### src/design/rs_pkg.sv
/*
 Shared sizes and types for the reservation station.
 Every station module imports this package with a wildcard import in
 its module header. The operand word union lets an entry hold either a
 waiting tag or the operand value in the same storage.
*/

`default_nettype none

package rs_pkg;

	//////////////////////////////
	// Sizes
	//////////////////////////////

	localparam int RS_DEPTH   = 4;  // Station entries
	localparam int DATA_W     = 32; // Operand data width
	localparam int TAG_W      = 6;  // 64 physical registers
	localparam int ROB_IDX_W  = 5;  // ROB index with wrap bit
	localparam int ALU_FUNC_W = 4;  // ALU function code

	// Code held by an idle entry
	localparam logic [ALU_FUNC_W-1:0] ALU_DEFAULT = '0;

	//////////////////////////////
	// Operand word
	//////////////////////////////

	// Value once the operand's valid bit is set, tag while it waits
	typedef union packed
	{
		logic [DATA_W-1:0] value; // Operand data
		struct packed
		{
			logic [DATA_W-TAG_W-1:0] unused; // Don't care while waiting
			logic [TAG_W-1:0]        tag;    // Producer's physical tag
		} tag_view;
	} opnd_word_u;

endpackage

`default_nettype wire

### src/design/rs_alloc.sv
/*
 Dispatch allocator for the reservation station.
 Finds the lowest-numbered free entry and raises its load strobe on an
 accepted dispatch. dispatch_ready is high while any entry is free.
 Pure combinational logic.
*/

`default_nettype none

module rs_alloc
	import rs_pkg::*;
(
	input  logic [RS_DEPTH-1:0] entry_in_use,
	input  logic                dispatch_valid,
	output logic                dispatch_ready,
	output logic [RS_DEPTH-1:0] load
);

	logic [RS_DEPTH-1:0] free;
	logic [RS_DEPTH-1:0] first_free;
	logic                found;

	assign free           = ~entry_in_use;
	assign dispatch_ready = |free;

	// Lowest index wins
	always_comb
	begin
		first_free = '0;
		found      = 1'b0;
		for (int i = 0; i < RS_DEPTH; i++)
		begin
			if (free[i] && !found)
			begin
				first_free[i] = 1'b1;
				found         = 1'b1;
			end
		end
	end

	// Strobe only on a real transfer
	assign load = (dispatch_valid && dispatch_ready) ? first_free : '0;

endmodule

`default_nettype wire

### src/design/rs_entry.sv
/*
 One reservation station entry.
 Loads an instruction on its load strobe, watches both result buses for
 the tags of its missing operands, and reports ready once both operands
 hold values. A grant from the issue selector or a flush frees it.
 A broadcast in the load cycle is captured as well.
*/

`default_nettype none

module rs_entry
	import rs_pkg::*;
(
	input  logic                  clock,
	input  logic                  reset,
	input  logic                  flush,          // Branch recovery
	input  logic                  load,           // Dispatch into this entry
	input  opnd_word_u            opa_word,
	input  logic                  opa_valid,
	input  opnd_word_u            opb_word,
	input  logic                  opb_valid,
	input  logic [TAG_W-1:0]      dest_tag,
	input  logic [ROB_IDX_W-1:0]  rob_idx,
	input  logic [ALU_FUNC_W-1:0] alu_func,
	input  logic                  cdb1_valid,
	input  logic [TAG_W-1:0]      cdb1_tag,
	input  logic [DATA_W-1:0]     cdb1_value,
	input  logic                  cdb2_valid,
	input  logic [TAG_W-1:0]      cdb2_tag,
	input  logic [DATA_W-1:0]     cdb2_value,
	input  logic                  grant,          // Issued this cycle
	output logic                  in_use,
	output logic                  ready,
	output logic [DATA_W-1:0]     opa,
	output logic [DATA_W-1:0]     opb,
	output logic [TAG_W-1:0]      entry_dest_tag,
	output logic [ROB_IDX_W-1:0]  entry_rob_idx,
	output logic [ALU_FUNC_W-1:0] entry_alu_func
);

	opnd_word_u            opa_q;
	opnd_word_u            opb_q;
	logic                  opa_valid_q;
	logic                  opb_valid_q;
	logic [TAG_W-1:0]      dest_tag_q;
	logic [ROB_IDX_W-1:0]  rob_idx_q;
	logic [ALU_FUNC_W-1:0] alu_func_q;

	opnd_word_u            opa_src;
	opnd_word_u            opb_src;
	logic                  opa_src_valid;
	logic                  opb_src_valid;
	opnd_word_u            opa_d;
	opnd_word_u            opb_d;
	logic                  opa_valid_d;
	logic                  opb_valid_d;
	logic                  live;
	logic                  opa_hit1;
	logic                  opa_hit2;
	logic                  opb_hit1;
	logic                  opb_hit2;

	// Waiting operand whose tag is on a valid bus
	function automatic logic tag_hit(
		input opnd_word_u       word,
		input logic             word_valid,
		input logic             bus_valid,
		input logic [TAG_W-1:0] bus_tag
	);
		tag_hit = bus_valid && !word_valid && (word.tag_view.tag == bus_tag);
	endfunction

	//////////////////////////////
	// Operand capture
	//////////////////////////////

	always_comb
	begin
		live          = load | in_use;               // Snoop only for a live instruction
		opa_src       = load ? opa_word : opa_q;     // Incoming word on the load cycle
		opb_src       = load ? opb_word : opb_q;
		opa_src_valid = load ? opa_valid : opa_valid_q;
		opb_src_valid = load ? opb_valid : opb_valid_q;

		opa_hit1 = live && tag_hit(opa_src, opa_src_valid, cdb1_valid, cdb1_tag);
		opa_hit2 = live && tag_hit(opa_src, opa_src_valid, cdb2_valid, cdb2_tag);
		opb_hit1 = live && tag_hit(opb_src, opb_src_valid, cdb1_valid, cdb1_tag);
		opb_hit2 = live && tag_hit(opb_src, opb_src_valid, cdb2_valid, cdb2_tag);

		opa_d       = opa_src;
		opb_d       = opb_src;
		opa_valid_d = opa_src_valid | opa_hit1 | opa_hit2;
		opb_valid_d = opb_src_valid | opb_hit1 | opb_hit2;

		if (opa_hit2)                   // cdb2 wins a double match
			opa_d.value = cdb2_value;
		else if (opa_hit1)
			opa_d.value = cdb1_value;

		if (opb_hit2)
			opb_d.value = cdb2_value;
		else if (opb_hit1)
			opb_d.value = cdb1_value;
	end

	//////////////////////////////
	// State
	//////////////////////////////

	always_ff @(posedge clock)
	begin
		if (reset)
		begin
			in_use      <= 1'b0;
			opa_valid_q <= 1'b0;
			opb_valid_q <= 1'b0;
			alu_func_q  <= ALU_DEFAULT;
		end
		else if (flush || grant)        // Flush beats a load
		begin
			in_use      <= 1'b0;
			opa_valid_q <= 1'b0;
			opb_valid_q <= 1'b0;
			alu_func_q  <= ALU_DEFAULT;
		end
		else
		begin
			if (load)
			begin
				in_use     <= 1'b1;
				alu_func_q <= alu_func;
			end
			opa_valid_q <= opa_valid_d;
			opb_valid_q <= opb_valid_d;
		end
	end

	always_ff @(posedge clock)
	begin
		opa_q <= opa_d;                 // Holds itself when idle
		opb_q <= opb_d;
		if (load)
		begin
			dest_tag_q <= dest_tag;
			rob_idx_q  <= rob_idx;
		end
	end

	assign ready          = in_use & opa_valid_q & opb_valid_q;
	assign opa            = opa_q.value;
	assign opb            = opb_q.value;
	assign entry_dest_tag = dest_tag_q;
	assign entry_rob_idx  = rob_idx_q;
	assign entry_alu_func = alu_func_q;

endmodule

`default_nettype wire

### src/design/rs_issue_select.sv
/*
 Issue selector for the reservation station.
 Fixed-priority pick of the lowest-numbered ready entry. Its fields are
 multiplexed onto the issue port, and its grant is raised when the
 functional unit accepts. Pure combinational logic.
*/

`default_nettype none

module rs_issue_select
	import rs_pkg::*;
(
	input  logic [RS_DEPTH-1:0]                 entry_ready,
	input  logic [RS_DEPTH-1:0][DATA_W-1:0]     entry_opa,
	input  logic [RS_DEPTH-1:0][DATA_W-1:0]     entry_opb,
	input  logic [RS_DEPTH-1:0][TAG_W-1:0]      entry_dest_tag,
	input  logic [RS_DEPTH-1:0][ROB_IDX_W-1:0]  entry_rob_idx,
	input  logic [RS_DEPTH-1:0][ALU_FUNC_W-1:0] entry_alu_func,
	input  logic                                issue_accept,
	output logic                                issue_valid,
	output logic [DATA_W-1:0]                   issue_opa,
	output logic [DATA_W-1:0]                   issue_opb,
	output logic [TAG_W-1:0]                    issue_dest_tag,
	output logic [ROB_IDX_W-1:0]                issue_rob_idx,
	output logic [ALU_FUNC_W-1:0]               issue_alu_func,
	output logic [RS_DEPTH-1:0]                 grant
);

	logic [$clog2(RS_DEPTH)-1:0] sel;      // Chosen entry
	logic [RS_DEPTH-1:0]         sel_onehot;

	always_comb
	begin
		sel        = '0;
		sel_onehot = '0;
		for (int i = RS_DEPTH - 1; i >= 0; i--)  // Last hit is the lowest
		begin
			if (entry_ready[i])
			begin
				sel        = i[$clog2(RS_DEPTH)-1:0];
				sel_onehot = RS_DEPTH'(1) << i;
			end
		end
	end

	assign issue_valid    = |entry_ready;
	assign issue_opa      = entry_opa[sel];
	assign issue_opb      = entry_opb[sel];
	assign issue_dest_tag = entry_dest_tag[sel];
	assign issue_rob_idx  = entry_rob_idx[sel];
	assign issue_alu_func = entry_alu_func[sel];

	assign grant = issue_accept ? sel_onehot : '0; // Frees the entry at the edge

endmodule

`default_nettype wire

### src/design/rs_station.sv
/*
 Reservation station top level.
 Four entries share the dispatch fields and both result buses. The
 allocator steers each dispatch to the lowest free entry, and the issue
 selector sends the lowest ready entry to the functional unit.
 Instances and wires only.
*/

`default_nettype none

module rs_station
	import rs_pkg::*;
(
	input  logic                  clock,
	input  logic                  reset,
	input  logic                  flush,
	// Dispatch
	input  logic                  dispatch_valid,
	output logic                  dispatch_ready,
	input  opnd_word_u            opa_word,
	input  logic                  opa_valid,
	input  opnd_word_u            opb_word,
	input  logic                  opb_valid,
	input  logic [TAG_W-1:0]      dest_tag,
	input  logic [ROB_IDX_W-1:0]  rob_idx,
	input  logic [ALU_FUNC_W-1:0] alu_func,
	// Result broadcast
	input  logic                  cdb1_valid,
	input  logic [TAG_W-1:0]      cdb1_tag,
	input  logic [DATA_W-1:0]     cdb1_value,
	input  logic                  cdb2_valid,
	input  logic [TAG_W-1:0]      cdb2_tag,
	input  logic [DATA_W-1:0]     cdb2_value,
	// Issue
	output logic                  issue_valid,
	output logic [DATA_W-1:0]     issue_opa,
	output logic [DATA_W-1:0]     issue_opb,
	output logic [TAG_W-1:0]      issue_dest_tag,
	output logic [ROB_IDX_W-1:0]  issue_rob_idx,
	output logic [ALU_FUNC_W-1:0] issue_alu_func,
	input  logic                  issue_accept
);

	logic [RS_DEPTH-1:0]                 entry_in_use;
	logic [RS_DEPTH-1:0]                 entry_ready;
	logic [RS_DEPTH-1:0]                 load;
	logic [RS_DEPTH-1:0]                 grant;
	logic [RS_DEPTH-1:0][DATA_W-1:0]     entry_opa;
	logic [RS_DEPTH-1:0][DATA_W-1:0]     entry_opb;
	logic [RS_DEPTH-1:0][TAG_W-1:0]      entry_dest_tag;
	logic [RS_DEPTH-1:0][ROB_IDX_W-1:0]  entry_rob_idx;
	logic [RS_DEPTH-1:0][ALU_FUNC_W-1:0] entry_alu_func;

	//////////////////////////////
	// Entries
	//////////////////////////////

	for (genvar i = 0; i < RS_DEPTH; i++)
	begin : g_entry
		rs_entry entry0 (
			.clock          (clock),
			.reset          (reset),
			.flush          (flush),
			.load           (load[i]),
			.opa_word       (opa_word),
			.opa_valid      (opa_valid),
			.opb_word       (opb_word),
			.opb_valid      (opb_valid),
			.dest_tag       (dest_tag),
			.rob_idx        (rob_idx),
			.alu_func       (alu_func),
			.cdb1_valid     (cdb1_valid),
			.cdb1_tag       (cdb1_tag),
			.cdb1_value     (cdb1_value),
			.cdb2_valid     (cdb2_valid),
			.cdb2_tag       (cdb2_tag),
			.cdb2_value     (cdb2_value),
			.grant          (grant[i]),
			.in_use         (entry_in_use[i]),
			.ready          (entry_ready[i]),
			.opa            (entry_opa[i]),
			.opb            (entry_opb[i]),
			.entry_dest_tag (entry_dest_tag[i]),
			.entry_rob_idx  (entry_rob_idx[i]),
			.entry_alu_func (entry_alu_func[i])
		);
	end

	//////////////////////////////
	// Allocation and issue
	//////////////////////////////

	rs_alloc alloc0 (
		.entry_in_use   (entry_in_use),
		.dispatch_valid (dispatch_valid),
		.dispatch_ready (dispatch_ready),
		.load           (load)
	);

	rs_issue_select select0 (
		.entry_ready    (entry_ready),
		.entry_opa      (entry_opa),
		.entry_opb      (entry_opb),
		.entry_dest_tag (entry_dest_tag),
		.entry_rob_idx  (entry_rob_idx),
		.entry_alu_func (entry_alu_func),
		.issue_accept   (issue_accept),
		.issue_valid    (issue_valid),
		.issue_opa      (issue_opa),
		.issue_opb      (issue_opb),
		.issue_dest_tag (issue_dest_tag),
		.issue_rob_idx  (issue_rob_idx),
		.issue_alu_func (issue_alu_func),
		.grant          (grant)
	);

endmodule

`default_nettype wire

### config.mk
export PLATFORM = sky130hd
export DESIGN_NAME = rs_station
export DESIGN_NICKNAME = d
export VERILOG_FILES = /design/src/design/rs_pkg.sv /design/src/design/rs_alloc.sv /design/src/design/rs_entry.sv /design/src/design/rs_issue_select.sv /design/src/design/rs_station.sv
export SDC_FILE = /design/constraint.sdc
export NUM_CORES = 1
export LEC_CHECK = 0
export BUFFER_PORTS_ARGS = -buffer_cell sky130_fd_sc_hd__buf_2
export CORE_ASPECT_RATIO = 0.7
export CORE_MARGIN = 2
export CORE_UTILIZATION = 45
export DETAILED_ROUTE_END_ITERATION = 6
export HOLD_SLACK_MARGIN = 0.1
export PLACE_DENSITY_LB_ADDON = 0.15
export SETUP_SLACK_MARGIN = 0.15
export SLEW_MARGIN = 25
export SYNTH_ARGS = -nofsm -noshare
export SYNTH_HDL_FRONTEND = slang
export SYNTH_SLANG_ARGS = --single-unit
### constraint.sdc
create_clock -name clock -period 3.4 [get_ports clock]
set_input_delay 0.68 -clock clock [delete_from_list [all_inputs] [get_ports clock]]
set_output_delay 0.68 -clock clock [all_outputs]
set_load 0.01 [all_outputs]
==> results.ini <==
[layout]
area_delta_synth_final_pct=21.8
layout_common_cells=365 x nand2_1, 252 x edfxtp_1, 244 x buf_2, 192 x nor2_1, 177 x a31oi_1
final_cells=3218
fin_nets=2736
layout_commonest_cell=nand2_1
post-route-util_pct=55.5
drive_gt1_share_pct=25.7
stdcell_area_um2=25700

[pwr]
switching_share_pct=26.4
p_comb_share_pct=13.5
power_density_nw_per_um2=404
clkPwrFrac_pct=42.7
seqPwrFrac_pct=43.7
power_switching_mw=2.74
vdd_ir_drop_max_v=0.000291
p_leak_nw=10.3
total_power_mw=10.4
p_int_mw=7.64

[detailed_routing]
initialDrtViolationCount=2434
drt-vias-per-instance=6.24
wl_per_cell_um=27.3
drt-total-wl_um=87800
vias=20100
first_pass_iters=6
drtAntennaViolNets=0
drc=0

[synthesis]
avgSynthCellArea_um2=8.94
ys_ff_latch=328
yosysTopAreaCellShare_pct=35.9
synth_area_um2=21100
synth-edff-count=252
synth_area_leader_cell=edfxtp_1
ys_async_sr_fraction_pct=0
synthesis.nets=2523
syn_inst=2359
synth_cell_types=70
yosysSeqAreaShare_pct=43.1
ys_warn_count=0
synthTopCellsByArea=edfxtp_1 36%, dfxtp_1 7.2%, mux2i_1 7.0%, nand2_1 6.5%, a31oi_1 5.6%
synthFlopType=edfxtp_1

[worst_hold_path]
hold_depth=1
hold_path.class=in -> reg

[sta]
max_freq_mhz=308
slew_violations=0
finalHoldViolCount=0
setup_viol=0
worstMarginPinSlew_ns=1.09
rsz0062_at_grt=true
layout_setup_ws_ns=0.152
period_needed_ns=3.25
min_period_over_period_pct=95.5
relSlewSlack_pct=27.4
finClkSkew_ns=0.0205

[global_routing]
grt_usage_pct=34.3
antenna_found_initial=8
gr-total-overflow=0
grt_pass1_vias=18600
grt_max_degree=69
grt_pass1_wl_um=124000

[clock_network]
root_buffer=clkbuf_16
cts_made_buffers=37
clk_pin_slew_ns=0.07
htreeDepth=2
postCtsHoldBufs=0
cts_sinks=328
cts_tree=yes
worstSkewPairLatency_ns=0.55
cts_buffer_depth=3

[worst_setup_path]
cp_cell_sequence=and3_4 -> a31oi_4 -> nor2b_4 -> buf_12 -> bufbuf_16 -> nand2_1 -> a31oi_2 -> buf_2
crit_path_max_fanout=20
rr_worst_depth=9
path_class=reg -> out
start_kind=flip-flop
crit_cells=8
max_stage_delay_ns=0.34
crit_required_ns=2.72
cpMaxStageDelayCell=dfxtp_2
crit_buf_inv=3
critPathArrivalTime_ns=2.57
worst_setup_path_end_kind=output port
critical-path-top-delay-family=buffers and inverters

[placed_design]
dpl-instance-area_um2=23700
port_buffers=244
place_inst=3122
gp_congestion=0.991
dpl.hpwl_um=57300
place_ws_ns=-0.0815

[floorplan]
die_width_um=263
pin_count=245
die_h_um=185
row_count=66
core_um2=46300
start_util_pct=45.5
die-area_um2=48600

[run]
drv_cap=0

[status]
outcome=finished clean

## cell families after synthesis
group / count (synthesis) / share of synthesized area, %
and+or+nand+nor: 926 / 20.6
DFF: 328 / 43.1
xor gates and xnor gates: 81 / 3.36
muxes: 254 / 12.7
AOI/OAI and AO/OA: 478 / 14.3
buffers and inverters: 292 / 5.88
## power groups by stage
stage	clock network [mW]	registers (mW)	logic, mW
4_1_cts	4.47	4.53	1.36
3_3_place_gp	0	4.62	1.35
5_1_grt	4.61	4.55	1.48
6_report	4.43	4.54	1.41
2_1_floorplan	0	4.58	0.737
3_5_place_dp	0	4.62	1.35
## cells in the mapped netlist (all sizes together) (2+ instances only)
cell,count
dfxtp,76
nand3,122
o221ai,5
inv,64
a211oi,82
o22ai,7
nand4,13
nor4,9
a2bb2oi,4
and3,9
buf,105
nand3b,27
a41oi,5
nor2b,8
a31o,2
or3,2
nor3,13
o31ai,3
o21ai,58
nor2,193
nand2,367
or2,27
edfxtp,252
a31oi,190
clkbuf,122
o211ai,3
a21oi,97
mux2,104
o2111ai,2
o311ai,2
xnor2,53
nand2b,7
mux2i,150
and2,126
a2111oi,3
xor2,28
a221oi,3
## path summary, 6_finish.rpt
check	from	end	slack (ns)
worst min-delay path	rob_idx[3]	g_entry[1].entry0.entry_rob_idx[3]	0.37
worst min register to register	g_entry[3].entry0.entry_alu_func[1]	g_entry[3].entry0.entry_alu_func[1]	0.45
worst max-delay path	g_entry[1].entry0.opa_valid_q	issue_opb[7]	0.15
worst max register to register	g_entry[0].entry0.in_use	g_entry[0].entry0.opa[6]	0.39
## worst register-to-register path: stages, from the launching register on
cell	delay, ns
dfxtp_2	0.41
nand2b_1	0.20
buf_4	0.22
o22ai_1	0.59
nand2_1	0.14
nor4_2	0.32
nand4_4	0.16
buf_4	0.28
nand3_2	0.22
buf_12	0.18
## metrics by stage
step                setup TNS [ns]  hold WS (ns)
floorplan                        0         0.432
global placement             -4.77         0.437
detailed placement           -2.63         0.444
CTS                              0         0.348
global route                     0         0.349
finish                           0         0.366
## registers in the layout (all words and copies together) (netlist names)
signal,flops
g_entry.entry0.entry_rob_idx,20
g_entry.entry0.entry_dest_tag,24
g_entry.entry0.in_use,4
g_entry.entry0.entry_alu_func,16
g_entry.entry0.opa_valid_q,4
g_entry.entry0.opb,128
g_entry.entry0.opb_valid_q,4
g_entry.entry0.opa,128
## timing repair
item,4_1_cts,5_1_grt
setup endpoints to repair,79,46
setup buffers,4,8
pin swaps,0,1
cloned,3,8
gates resized for setup,26,32
## area by class of cell
| type | instances | area [um^2] |
|---|---|---|
| inverters | 65 | 250 |
| well taps | 612 | 766 |
| repair buffers | 399 | 3160 |
| fillers | 4215 | 20600 |
| clock inverters | 27 | 350 |
| multi-input cells | 1741 | 11100 |
| diodes | 6 | 15.0 |
| flip-flops and latches | 328 | 9100 |
| clock buffers | 40 | 958 |
## metal layers
| metal | track usage [%] | routed length (um) | vias up |
|---|---|---|---|
| met5 | 1.90 | 119 | - |
| met4 | 11.1 | 2640 | 2 |
| met3 | 9.69 | 10700 | 161 |
| met2 | 48.7 | 35900 | 1328 |
| met1 | 49.6 | 38400 | 9715 |
| li1 | - | - | 8874 |
Power figures use the tool's default switching activity.
